**config.mk**
```make
export PLATFORM = sky130hd
export DESIGN_NAME = inst_decoder_flat
export DESIGN_NICKNAME = d
export VERILOG_FILES = /design/src/logic/rv_exec_pkg.sv /design/src/logic/stage_if.sv /design/src/logic/inst_decoder.sv /design/src/flat_wrapper.sv
export VERILOG_INCLUDE_DIRS = /design/src /design/src/logic
export SDC_FILE = /design/constraint.sdc
export NUM_CORES = 1
export LEC_CHECK = 0
export ABC_AREA = 1
export BUFFER_PORTS_ARGS = -buffer_cell sky130_fd_sc_hd__buf_2
export CORE_AREA = 3 3 196 198
export CTS_BUF_LIST = sky130_fd_sc_hd__clkbuf_16
export CTS_CLUSTER_SIZE = 12
export DETAILED_ROUTE_END_ITERATION = 16
export DIE_AREA = 0 0 199 201
export GPL_ROUTABILITY_DRIVEN = 1
export HOLD_SLACK_MARGIN = 0.06
export PLACE_DENSITY = 0.52
export REMOVE_ABC_BUFFERS = 1
export SKIP_LAST_GASP = 1
export SLEW_MARGIN = 20
export SYNTH_ARGS = -nofsm -noshare
export SYNTH_HDL_FRONTEND = slang
export SYNTH_SLANG_ARGS = --single-unit
```
**constraint.sdc**
```tcl
create_clock -name i_clk -period 3.65 [get_ports i_clk]
set_clock_uncertainty 0.2 [all_clocks]
set_input_delay 0.365 -clock i_clk [delete_from_list [all_inputs] [get_ports i_clk]]
set_output_delay 0.365 -clock i_clk [all_outputs]
set_load 0.03 [all_outputs]
```
**src/logic/rv_exec_consts.svh**
```systemverilog
// Execute pipeline constants
`ifndef RV_EXEC_CONSTS_SVH
`define RV_EXEC_CONSTS_SVH

`define RV_XLEN        64
`define RV_ILEN        32
`define RV_RIDX_W      5

// Data memory geometry, depth must stay a power of two
`define RV_DMEM_DWORDS 256
`define RV_DMEM_AW     8

`define RV_OP_LUI      7'b0110111
`define RV_OP_AUIPC    7'b0010111
`define RV_OP_JAL      7'b1101111
`define RV_OP_JALR     7'b1100111
`define RV_OP_BRANCH   7'b1100011
`define RV_OP_LOAD     7'b0000011
`define RV_OP_STORE    7'b0100011
`define RV_OP_OPIMM    7'b0010011
`define RV_OP_OPIMM32  7'b0011011
`define RV_OP_OP       7'b0110011
`define RV_OP_SYSTEM   7'b1110011

`define RV_INST_EBREAK 32'h0010_0073

`endif

```
**src/logic/rv_exec_pkg.sv**
```systemverilog
// Execute pipeline types
`include "rv_exec_consts.svh"

package rv_exec_pkg;

  typedef logic [`RV_XLEN-1:0]   xlen_t;
  typedef logic [`RV_ILEN-1:0]   inst_t;
  typedef logic [`RV_RIDX_W-1:0] reg_idx_t;

  typedef enum logic [2:0] {
    ALU_COPY_IMM,
    ALU_ADD,
    // Add, keep low word, sign-extend
    ALU_ADDW,
    ALU_SUB,
    // Sign of the difference
    ALU_SLT
  } alu_op_e;

  typedef enum logic {
    A_RS1,
    A_PC
  } a_sel_e;

  typedef enum logic [1:0] {
    B_RS2,
    B_IMM,
    B_FOUR
  } b_sel_e;

  typedef enum logic [2:0] {
    BR_NONE,
    BR_JAL,
    BR_JALR,
    BR_EQ,
    BR_NE,
    BR_LT,
    BR_GE
  } branch_e;

  typedef enum logic [3:0] {
    MEM_NONE,
    MEM_LB,
    MEM_LBU,
    MEM_LH,
    MEM_LHU,
    MEM_LW,
    MEM_LWU,
    MEM_LD,
    MEM_SB,
    MEM_SH,
    MEM_SW,
    MEM_SD
  } mem_op_e;

endpackage

```
**src/logic/stage_if.sv**
```systemverilog
// Inter-stage buses

interface dec_ex_if;
  import rv_exec_pkg::*;

  logic     valid;
  xlen_t    pc;
  xlen_t    rs1;
  xlen_t    rs2;
  xlen_t    imm;
  reg_idx_t rd;
  logic     we;
  a_sel_e   a_sel;
  b_sel_e   b_sel;
  alu_op_e  alu_op;
  branch_e  branch;
  mem_op_e  mem_op;
  logic     ebreak;
  logic     illegal;

  modport src (output valid, pc, rs1, rs2, imm, rd, we, a_sel, b_sel, alu_op,
               branch, mem_op, ebreak, illegal);
  modport dst (input valid, pc, rs1, rs2, imm, rd, we, a_sel, b_sel, alu_op,
               branch, mem_op, ebreak, illegal);
endinterface


```
**src/logic/inst_decoder.sv**
```systemverilog
// Decode stage
`include "rv_exec_consts.svh"

module inst_decoder (
  input  logic               i_clk,
  input  logic               i_rst_n,
  input  logic               i_valid,
  input  rv_exec_pkg::inst_t i_inst,
  input  rv_exec_pkg::xlen_t i_pc,
  input  rv_exec_pkg::xlen_t i_rs1,
  input  rv_exec_pkg::xlen_t i_rs2,
  dec_ex_if.src              o_de
);
  import rv_exec_pkg::*;

  logic [6:0] opcode;
  logic [2:0] funct3;
  logic [6:0] funct7;
  reg_idx_t   rd;
  xlen_t      imm_i;
  xlen_t      imm_s;
  xlen_t      imm_b;
  xlen_t      imm_u;
  xlen_t      imm_j;
  xlen_t      imm;
  logic       we;
  a_sel_e     a_sel;
  b_sel_e     b_sel;
  alu_op_e    alu_op;
  branch_e    branch;
  mem_op_e    mem_op;
  logic       ebreak;
  logic       illegal;

  assign opcode = i_inst[6:0];
  assign rd     = i_inst[11:7];
  assign funct3 = i_inst[14:12];
  assign funct7 = i_inst[31:25];

  assign imm_i = {{(`RV_XLEN-12){i_inst[31]}}, i_inst[31:20]};
  assign imm_s = {{(`RV_XLEN-12){i_inst[31]}}, i_inst[31:25], i_inst[11:7]};
  assign imm_b = {{(`RV_XLEN-13){i_inst[31]}}, i_inst[31], i_inst[7], i_inst[30:25],
                  i_inst[11:8], 1'b0};
  assign imm_u = {{(`RV_XLEN-32){i_inst[31]}}, i_inst[31:12], 12'b0};
  assign imm_j = {{(`RV_XLEN-21){i_inst[31]}}, i_inst[31], i_inst[19:12], i_inst[20],
                  i_inst[30:21], 1'b0};

  always_comb begin
    imm     = imm_i;
    we      = 1'b0;
    a_sel   = A_RS1;
    b_sel   = B_IMM;
    alu_op  = ALU_ADD;
    branch  = BR_NONE;
    mem_op  = MEM_NONE;
    ebreak  = 1'b0;
    illegal = 1'b0;
    case (opcode)
      `RV_OP_LUI: begin
        imm    = imm_u;
        we     = 1'b1;
        alu_op = ALU_COPY_IMM;
      end
      `RV_OP_AUIPC: begin
        imm   = imm_u;
        we    = 1'b1;
        a_sel = A_PC;
      end
      // Link value is pc + 4, the target comes from the imm
      `RV_OP_JAL: begin
        imm    = imm_j;
        we     = 1'b1;
        a_sel  = A_PC;
        b_sel  = B_FOUR;
        branch = BR_JAL;
      end
      `RV_OP_JALR: begin
        we      = 1'b1;
        a_sel   = A_PC;
        b_sel   = B_FOUR;
        branch  = BR_JALR;
        illegal = (funct3 != 3'b000);
      end
      `RV_OP_BRANCH: begin
        imm   = imm_b;
        b_sel = B_RS2;
        case (funct3)
          3'b000:  branch = BR_EQ;
          3'b001:  branch = BR_NE;
          3'b100:  branch = BR_LT;
          3'b101:  branch = BR_GE;
          default: illegal = 1'b1;
        endcase
      end
      `RV_OP_LOAD: begin
        we = 1'b1;
        case (funct3)
          3'b000:  mem_op = MEM_LB;
          3'b001:  mem_op = MEM_LH;
          3'b010:  mem_op = MEM_LW;
          3'b011:  mem_op = MEM_LD;
          3'b100:  mem_op = MEM_LBU;
          3'b101:  mem_op = MEM_LHU;
          3'b110:  mem_op = MEM_LWU;
          default: illegal = 1'b1;
        endcase
      end
      `RV_OP_STORE: begin
        imm = imm_s;
        case (funct3)
          3'b000:  mem_op = MEM_SB;
          3'b001:  mem_op = MEM_SH;
          3'b010:  mem_op = MEM_SW;
          3'b011:  mem_op = MEM_SD;
          default: illegal = 1'b1;
        endcase
      end
      `RV_OP_OPIMM: begin
        we = 1'b1;
        case (funct3)
          3'b000:  alu_op = ALU_ADD;
          3'b010:  alu_op = ALU_SLT;
          default: illegal = 1'b1;
        endcase
      end
      `RV_OP_OPIMM32: begin
        we      = 1'b1;
        alu_op  = ALU_ADDW;
        illegal = (funct3 != 3'b000);
      end
      `RV_OP_OP: begin
        we    = 1'b1;
        b_sel = B_RS2;
        case ({funct7, funct3})
          10'b0000000_000: alu_op = ALU_ADD;
          10'b0100000_000: alu_op = ALU_SUB;
          10'b0000000_010: alu_op = ALU_SLT;
          default:         illegal = 1'b1;
        endcase
      end
      `RV_OP_SYSTEM: begin
        ebreak  = (i_inst == `RV_INST_EBREAK);
        illegal = !ebreak;
      end
      default: illegal = 1'b1;
    endcase
    if (illegal) begin
      we     = 1'b0;
      mem_op = MEM_NONE;
      branch = BR_NONE;
    end
    // x0 is never written
    if (rd == '0) begin
      we = 1'b0;
    end
  end

  always_ff @(posedge i_clk) begin
    if (!i_rst_n) begin
      o_de.valid   <= 1'b0;
      o_de.we      <= 1'b0;
      o_de.branch  <= BR_NONE;
      o_de.mem_op  <= MEM_NONE;
      o_de.ebreak  <= 1'b0;
      o_de.illegal <= 1'b0;
    end else begin
      o_de.valid   <= i_valid;
      o_de.we      <= i_valid & we;
      o_de.branch  <= i_valid ? branch : BR_NONE;
      o_de.mem_op  <= i_valid ? mem_op : MEM_NONE;
      o_de.ebreak  <= i_valid & ebreak;
      o_de.illegal <= i_valid & illegal;
    end
  end

  always_ff @(posedge i_clk) begin
    o_de.pc     <= i_pc;
    o_de.rs1    <= i_rs1;
    o_de.rs2    <= i_rs2;
    o_de.imm    <= imm;
    o_de.rd     <= rd;
    o_de.a_sel  <= a_sel;
    o_de.b_sel  <= b_sel;
    o_de.alu_op <= alu_op;
  end

  a_illegal_no_mem : assert property (
    @(posedge i_clk) disable iff (!i_rst_n)
    o_de.illegal |-> o_de.mem_op == MEM_NONE
  );

endmodule

```
**src/flat_wrapper.sv**
```systemverilog
// flat-port wrapper written by rule: the top's interface ports become plain ports
module inst_decoder_flat import rv_exec_pkg::*;
  (i_clk, i_rst_n, i_valid, i_inst, i_pc, i_rs1, i_rs2, o_de_valid, o_de_pc, o_de_rs1, o_de_rs2, o_de_imm, o_de_rd, o_de_we, o_de_a_sel, o_de_b_sel, o_de_alu_op, o_de_branch, o_de_mem_op, o_de_ebreak, o_de_illegal);
  dec_ex_if o_de_i ();
  input  logic i_clk;
  input  logic i_rst_n;
  input  logic i_valid;
  input  rv_exec_pkg::inst_t i_inst;
  input  rv_exec_pkg::xlen_t i_pc;
  input  rv_exec_pkg::xlen_t i_rs1;
  input  rv_exec_pkg::xlen_t i_rs2;
  output wire logic [$bits(o_de_i.valid)-1:0] o_de_valid;
  output wire logic [$bits(o_de_i.pc)-1:0] o_de_pc;
  output wire logic [$bits(o_de_i.rs1)-1:0] o_de_rs1;
  output wire logic [$bits(o_de_i.rs2)-1:0] o_de_rs2;
  output wire logic [$bits(o_de_i.imm)-1:0] o_de_imm;
  output wire logic [$bits(o_de_i.rd)-1:0] o_de_rd;
  output wire logic [$bits(o_de_i.we)-1:0] o_de_we;
  output wire logic [$bits(o_de_i.a_sel)-1:0] o_de_a_sel;
  output wire logic [$bits(o_de_i.b_sel)-1:0] o_de_b_sel;
  output wire logic [$bits(o_de_i.alu_op)-1:0] o_de_alu_op;
  output wire logic [$bits(o_de_i.branch)-1:0] o_de_branch;
  output wire logic [$bits(o_de_i.mem_op)-1:0] o_de_mem_op;
  output wire logic [$bits(o_de_i.ebreak)-1:0] o_de_ebreak;
  output wire logic [$bits(o_de_i.illegal)-1:0] o_de_illegal;
  assign o_de_valid = o_de_i.valid;
  assign o_de_pc = o_de_i.pc;
  assign o_de_rs1 = o_de_i.rs1;
  assign o_de_rs2 = o_de_i.rs2;
  assign o_de_imm = o_de_i.imm;
  assign o_de_rd = o_de_i.rd;
  assign o_de_we = o_de_i.we;
  assign o_de_a_sel = o_de_i.a_sel;
  assign o_de_b_sel = o_de_i.b_sel;
  assign o_de_alu_op = o_de_i.alu_op;
  assign o_de_branch = o_de_i.branch;
  assign o_de_mem_op = o_de_i.mem_op;
  assign o_de_ebreak = o_de_i.ebreak;
  assign o_de_illegal = o_de_i.illegal;
  inst_decoder u_core (.i_clk(i_clk), .i_rst_n(i_rst_n), .i_valid(i_valid), .i_inst(i_inst), .i_pc(i_pc), .i_rs1(i_rs1), .i_rs2(i_rs2), .o_de(o_de_i));
endmodule
```
# Word-level counts from Yosys, hierarchy flattened

Cells that the tools add are included.

Input port bits: 227
Output and inout port bits: 278
Logic and storage cells: 78
Register bits after elaboration: 246

Eq/ne operators: 20
Muxes and demuxes: 21
Reduce and logical (&&, ||, !) cells: 18
Bitwise logic cells: 5

Operators with widths:

| kind                 | count |
|---|---|
| $pmux 31 s4          | 1 |
| $eq 32x21->1 const B | 1 |
| $eq 7x7->1 const B   | 4 |
| $pmux 3 s4           | 2 |
| $eq 7x5->1 const B   | 3 |
| $eq 7x6->1 const B   | 3 |
| $pmux 3 s7           | 1 |
| $pmux 4 s4           | 1 |
| $reduce_or 3->1      | 4 |
| $eq 10x2->1 const B  | 1 |
| $eq 10x9->1 const B  | 1 |
| $logic_not 10->1     | 1 |
| $mux 1               | 10 |
| $reduce_or 2->1      | 5 |
| $eq 3x3->1 const B   | 3 |
| $pmux 3 s3           | 1 |
| $pmux 1 s8           | 1 |
| $pmux 4 s2           | 1 |
| $reduce_or 4->1      | 2 |
| $reduce_or 8->1      | 1 |
| $eq 7x2->1 const B   | 1 |
| $reduce_or 7->1      | 1 |
| $eq 3x2->1 const B   | 2 |
| $pmux 3 s2           | 1 |
| 9 further kinds      | 12 |

# Depth between registers and ports, before layout

Gate-level depths: netlist of the first run.

Word-level depth: 7
Gate-level depth with buffers: 12
Mapped depth without buffers: 11

# Worst setup path before layout of the first run

No wires, ideal clock.

Path type: register -> output
Start: register, netlist name u_core.o_de.imm[31]
End: output o_de_imm[32]
Arrival: 1.281 ns
Slack: 1.804 ns
Cell stages (with the launch flop): 2
Cells stage by stage: dfxtp_1 -> buf_4

RTL lines:

| what             | line               | source |
|---|---|---|
| end: declaration | flat_wrapper.sv:16 | `output wire logic [$bits(o_de_i.imm)-1:0] o_de_imm;` |

No word-level cell between the ends.

# Worst setup path in the final report of the first run

Start: register, netlist name u_core.o_de.imm[31]
End: output o_de_imm[61]

No word-level cell between the ends.

==> results.py, run 1 <==
metrics = {
    "critical_path": {
        "crit_family": "flip-flops",
        "cp_data_arrival_time_ns": 1.67,
        "end_kind": "primary output",
        "cpPeakStageDelay_ns": 0.79,
        "crit_buf_inv": 1,
        "cp_max_fo": 33,
        "required_ns": 3.08,
        "crit_path_top_delay_cell": "dfxtp_1",
        "cp-start-kind": "flip-flop",
        "worstPathCellList": "buf_2",
        "worstSetupPathType": "flip-flop to primary output",
    },
    "global_route": {
        "grt_overflow_total": 0,
        "grt_pass1_vias": 6497,
        "antenna_found_initial": 4,
        "track_usage": 0.1369,
        "grt_pass1_wl_mm": 41.08,
        "grt_max_degree": 34,
    },
    "clocking": {
        "cts_buffers": 28,
        "ctsHoldBuffers": 222,
        "cts_sinks": 246,
        "clockBufferDepth": 3,
        "path_clk_slew_ns": 0.05,
        "cts_tree": "yes",
        "cts_max_level": 1,
        "cts_root_buffer": "clkbuf_16",
        "post_cts_buffers": 0,
        "ctsResizeCount": 0,
    },
    "synth": {
        "synthAdderAreaFrac": 0.006085,
        "ys_seq_elements": 246,
        "synthCells": 482,
        "syn_area_per_cell_um2": 12.80,
        "netlist_area_um2": 6168,
        "synth_top_family_by_area": "simple AND/OR/NAND/NOR gates",
        "synth_compound_area_frac": 0.02475,
        "yosysWarnings": 0,
        "yosysSeqAreaShare": 0.7984,
        "yosys.area_share.simple": 0.1079,
        "ys_types": 32,
        "synthXorXnorAreaFrac": 0,
        "synth.area.mux_share": 0,
    },
    "sta": {
        "min_period_ns": 2.230,
        "worst_pin_slew_ns": 0.7367,
        "final_max_slew_viol_count": 0,
        "post-route-period-util": 0.6110,
        "fmax_mhz": 448.4,
        "finalSetupViolCount": 0,
        "rsz0062_at_grt": "false",
        "final_hold_viol_count": 0,
        "timing.hold.ws_ns": 0.1292,
        "max-slew-margin-rel": 0.5082,
    },
    "placed_design": {
        "numPlacedInstances": 1418,
        "dp_hpwl_mm": 21.96,
        "gp_congestion": 0.8408,
        "numPortBuffers": 504,
    },
    "cells_and_area": {
        "mostFrequentLayoutCells": "buf_2, dfxtp_1, dlygate4sd3_1, nand2_1, nor2_1",
        "final_cells": 1690,
        "finish.utilization": 0.3304,
        "fin_nets": 1432,
        "area_growth_pct": 96.55,
        "drive_gt1_frac": 0.4738,
        "final_common_cell": "buf_2",
    },
    "drt": {
        "viasPerCell": 3.600,
        "wl_per_cell_um": 17.28,
        "remaining_drc_errors": 0,
        "via_count": 6084,
        "first_pass_iters": 4,
        "drt_iter0_drc": 167,
        "drt.antenna.violating_nets": 0,
        "wl_mm": 29.20,
    },
    "floorplanning": {
        "floorplan.rows": 70,
        "die_w_um": 199,
        "core_area_um2": 36700,
        "dieArea_um2": 40000,
        "die_h_um": 201,
        "io-pin-count": 505,
        "start_util": 0.1681,
    },
    "pwr": {
        "p_leak_uw": 0.005942,
        "powerDensity_nw_per_um2": 534.9,
        "peakVddDrop_v": 0.0002811,
        "finalPower_uw": 6485,
    },
    "run": {
        "drv_cap": 0,
    },
    "outcome": {
        "run_status": "finished clean",
    },
    "hold_path": {
        "hp-class": "input pin to flip-flop",
    },
}
-- power by group --
group          internal (uW)  switching (uW)  total [uW]
Sequential              2830            41.3        2870
Combinational            362             549         911
Clock                   1600            1110        2710
-- per-stage QoR --
stage	area [um2]	setup slack [ns]	setup TNS, ns
2_1_floorplan	5903	-3.557	-117.39
3_3_place_gp	9011	1.492	0
3_5_place_dp	9011	1.455	0
4_1_cts	12120	1.350	0
5_1_grt	12120	1.272	0
6_report	12120	1.420	0
-- routing by layer --
layer / share of wire / wire length [um] / up-vias / global-route usage
li1: - / - / 2921 / -
met1: 0.39 / 11270 / 2777 / 0.1527
met2: 0.49 / 14260 / 328 / 0.2430
met3: 0.086 / 2511 / 54 / 0.04397
met4: 0.039 / 1135 / 4 / 0.04844
met5: 0.00079 / 23 / - / 0
-- cell usage after synthesis, drive strengths merged --
cell,number,share of area
o211ai,1,0.0012
o31ai,1,0.0012
a32o,1,0.0016
nor2,46,0.038
nor3,2,0.0016
dfxtp,246,0.80
nand3b,1,0.0012
ha,3,0.0061
o32ai,1,0.0014
nand2,67,0.046
o21ai,16,0.013
a21oi,2,0.0016
nor4,1,0.0010
o221ai,1,0.0014
inv,32,0.020
a21boi,1,0.0012
buf,35,0.042
nand4,3,0.0030
or3,1,0.0010
clkbuf,1,0.00061
nand3,18,0.015
o22ai,2,0.0020
-- flip-flops by register name (all words and copies together), names as in the netlist, 2 cells and up --
name                count
u_core.o_de.imm        32
u_core.o_de.rd          5
u_core.o_de.rs1        64
u_core.o_de.alu_op      3
u_core.o_de.rs2        64
u_core.o_de.mem_op      4
u_core.o_de.branch      3
u_core.o_de.b_sel       2
u_core.o_de.pc         64
-- kinds of logic after synthesis --
group,after synthesis
fa+ha+maj,3
flops,246
buf+inv,68
simple gates,139
compound gates,26
-- final timing paths --
path | cells after the start | end | from
worst max-delay path | 1 | o_de_imm[61] | u_core.o_de.imm[31]
worst min-delay path | 5 | u_core.o_de.a_sel | i_inst[2]
-- final cells by class --
cell class              count  area (um2)
repair buffers            726        4745
fillers                  3707       24570
inverters                  32       122.6
clock buffers              28       700.7
flip-flops and latches    246        4925
clock inverters            20       185.2
multi-input cells         168       855.8
diodes                      2       5.005
well taps                 468       585.6
No activity file was read; power rests on OpenSTA's default activity.
==> run 2: changes to the inputs <==
--- a/config.mk
+++ b/config.mk
@@ -6,16 +6,16 @@
 export SDC_FILE = /design/constraint.sdc
 export NUM_CORES = 1
 export LEC_CHECK = 0
-export ABC_AREA = 1
+export ABC_AREA = 0
 export BUFFER_PORTS_ARGS = -buffer_cell sky130_fd_sc_hd__buf_2
-export CORE_AREA = 3 3 196 198
+export CORE_AREA = 3 3 197 199
 export CTS_BUF_LIST = sky130_fd_sc_hd__clkbuf_16
 export CTS_CLUSTER_SIZE = 12
 export DETAILED_ROUTE_END_ITERATION = 16
-export DIE_AREA = 0 0 199 201
+export DIE_AREA = 0 0 200 202
 export GPL_ROUTABILITY_DRIVEN = 1
 export HOLD_SLACK_MARGIN = 0.06
-export PLACE_DENSITY = 0.52
+export PLACE_DENSITY = 0.53
 export REMOVE_ABC_BUFFERS = 1
 export SKIP_LAST_GASP = 1
 export SLEW_MARGIN = 20
==> constraint.sdc (replaced) <==
create_clock -name i_clk -period 2 [get_ports i_clk]
set_clock_uncertainty 0.2 [all_clocks]
set_input_delay 0.2 -clock i_clk [delete_from_list [all_inputs] [get_ports i_clk]]
set_output_delay 0.2 -clock i_clk [all_outputs]
set_load 0.03 [all_outputs]
==> run 2 against run 1 <==
Net effect:
- non-clock buffer count rose by 25
- design area up 2.5%
- first-iteration DRC count rose by 23%
- sequential power increased by 83%
- worst hold slack got worse by 0.042 ns
- worst setup slack got worse by 1.3 ns
- sequential cell count unchanged
- highest routed layer is now met4
==> results.py, run 2 <==
metrics = {
    "floorplanning": {
        "floorplan.rows": 71,
        "core_area_um2": 37400,
        "start_util": 0.1656,
        "dieArea_um2": 40400,
        "io-pin-count": 505,
        "die_h_um": 202,
        "die_w_um": 200,
    },
    "clocking": {
        "cts_tree": "yes",
        "cts_root_buffer": "clkbuf_16",
        "post_cts_buffers": 0,
        "cts_buffers": 28,
        "cts_max_level": 1,
        "cts_sinks": 246,
        "path_clk_slew_ns": 0.06,
        "clockBufferDepth": 3,
    },
    "run": {
        "drv_cap": 0,
    },
    "drt": {
        "wl_per_cell_um": 16.83,
        "remaining_drc_errors": 0,
        "first_pass_iters": 4,
        "drt_iter0_drc": 206,
        "via_count": 6069,
        "wl_mm": 28.68,
        "viasPerCell": 3.562,
        "drt.antenna.violating_nets": 0,
    },
    "synth": {
        "ys_top_cells_by_count": "dfxtp_1, buf_4, a21o_1",
        "syn_area_per_cell_um2": 14.27,
        "ys_types": 50,
        "synth_top_area_share": 0.7953,
        "async_flop_share": 0,
        "synth-edff-count": 0,
        "synth_flop_cell": "dfxtp_1",
        "netlist_area_um2": 6192,
        "ys_top_cells_by_area": "dfxtp_1, buf_4, a21o_1",
        "yosysMostFrequentCell": "dfxtp_1",
        "yosysSeqAreaShare": 0.7953,
        "ys_seq_elements": 246,
        "yosysWarnings": 0,
        "synth_top_area_cell": "dfxtp_1",
        "synthCells": 434,
    },
    "sta": {
        "max-slew-margin-rel": 0.3726,
        "finalSetupViolCount": 0,
        "timing.hold.ws_ns": 0.08743,
        "final_hold_viol_count": 0,
        "fmax_mhz": 527.0,
        "post-route-period-util": 0.9487,
        "min_period_ns": 1.897,
        "worst_pin_slew_ns": 0.9377,
        "rsz0062_at_grt": "false",
        "final_max_slew_viol_count": 0,
    },
    "global_route": {
        "grt_pass1_vias": 6700,
        "grt_max_degree": 34,
        "antenna_found_initial": 2,
        "grt_pass1_wl_mm": 40.39,
        "grt_overflow_total": 0,
        "track_usage": 0.1326,
    },
    "placed_design": {
        "numPlacedInstances": 1416,
        "numPortBuffers": 504,
        "dp_hpwl_mm": 20.61,
        "gp_congestion": 0.8223,
    },
    "cells_and_area": {
        "area_growth_pct": 100.7,
        "n_fill_cell": 3758,
        "final_common_cell": "buf_2",
        "drive_gt1_frac": 0.4736,
        "mostFrequentLayoutCells": "buf_2, dfxtp_1, dlygate4sd3_1, clkbuf_16, a21o_1",
        "final_cells": 1704,
        "largestRegisters": "u_core.o_de.pc (64), u_core.o_de.rs1 (64), u_core.o_de.rs2 (64)",
        "fin_nets": 1402,
    },
    "critical_path": {
        "cp_max_fo": 14,
        "end_kind": "flip-flop",
        "cp_data_arrival_time_ns": 2.12,
        "worstSetupPathType": "input pin to flip-flop",
        "required_ns": 2.22,
        "cp-start-kind": "input pin",
    },
    "pwr": {
        "peakVddDrop_v": 0.0005375,
        "powerDensity_nw_per_um2": 965.0,
        "p_leak_uw": 0.006004,
    },
    "hold_path": {
        "hp-class": "input pin to flip-flop",
    },
    "outcome": {
        "run_status": "finished clean",
    },
}
==> run 2: changes by cell type after synthesis, moves of 7 or more <==
cell and change:
nand2_1 -43, a21o_1 +19, nor2_1 -17, inv_1 -15, nand3_1 -13, nor2_2 -10, nor4_1 +9, o21ai_0 -9
inv_2 -8, nand2_2 -7, nor2b_1 +7, nor3_1 +7
==> run 2: layout make-up <==
| cell class | instances | area [um2] | share of cell area |
|---|---|---|---|
| timing repair buffer | 751 | 4970 | 0.4000 |
| sequential | 246 | 4925 | 0.3963 |
| multi-input combinational | 137 | 944.7 | 0.07602 |
| clock buffer | 28 | 700.7 | 0.05639 |
| tap | 511 | 639.4 | 0.05145 |
| clock inverter | 21 | 211.5 | 0.01702 |
| inverter | 8 | 30.03 | 0.002417 |
| antenna | 2 | 5.005 | 0.0004028 |
==> run 2: per-layer routing <==
metal | part of all wire | vias up | global-route usage
met3 | 0.087 | 43 | 0.04284
met2 | 0.50 | 337 | 0.2462
met4 | 0.034 | 0 | 0.04212
met1 | 0.38 | 2798 | 0.1407
met5 | 0 | - | 0
li1 | - | 2891 | -
==> run 2: path summary, 6_finish.rpt <==
kind | start | endpoint | slack (ns) | cells after the start
setup / recovery | i_inst[4] | u_core.o_de.alu_op[0] | 0.10 | 5
hold / removal | i_rs2[23] | u_core.o_de.rs2[23] | 0.09 | 2
==> run 2: metrics by stage <==
| step | setup TNS [ns] | util | setup slack, ns | total power [uW] | area, um2 |
|---|---|---|---|---|---|
| after CTS | 0 | 0.3320 | 0.1031 | 12170 | 12420 |
| after floorplan | -166.40 | - | -5.042 | 6022 | 5894 |
| after global placement | 0 | 0.2442 | 0.1328 | 6667 | 9131 |
| after global routing | 0 | 0.3322 | 0.01916 | 12510 | 12420 |
| final | 0 | 0.3322 | 0.1025 | 11990 | 12430 |
| after detailed placement | 0 | 0.2442 | 0.09263 | 6672 | 9131 |
==> run 2: repair_timing <==
action                     CTS  global route
setup endpoints to repair    0             3
resized for setup            0             1
hold buffers               237             0
hold endpoints to repair   246             0
==> run 2: kinds of logic after synthesis <==
kind of cell	after synthesis	synth area share
XOR/XNOR	2	0.002829
multiplexers	1	0.001617
AND/OR/NAND/NOR	82	0.08365
buffers and inverters	51	0.05294
flip-flops	246	0.7953
AO/OA/AOI/OAI	49	0.05759
adder cells (fa/ha/maj)	3	0.006062
==> run 2: where the power goes <==
part           internal, uW  leakage, uW  switching [uW]
Combinational           707      0.00347            1010
Clock                  3050     0.000461            1990
Sequential             5160      0.00207            78.4
Total                  8910      0.00600            3080
==> run 2: critical path: stages <==
cell	delay [ns]
dlygate4sd3_1	0.54
buf_2	0.27
nand4b_2	0.19
dlygate4sd3_1	0.63
a211o_1	0.29
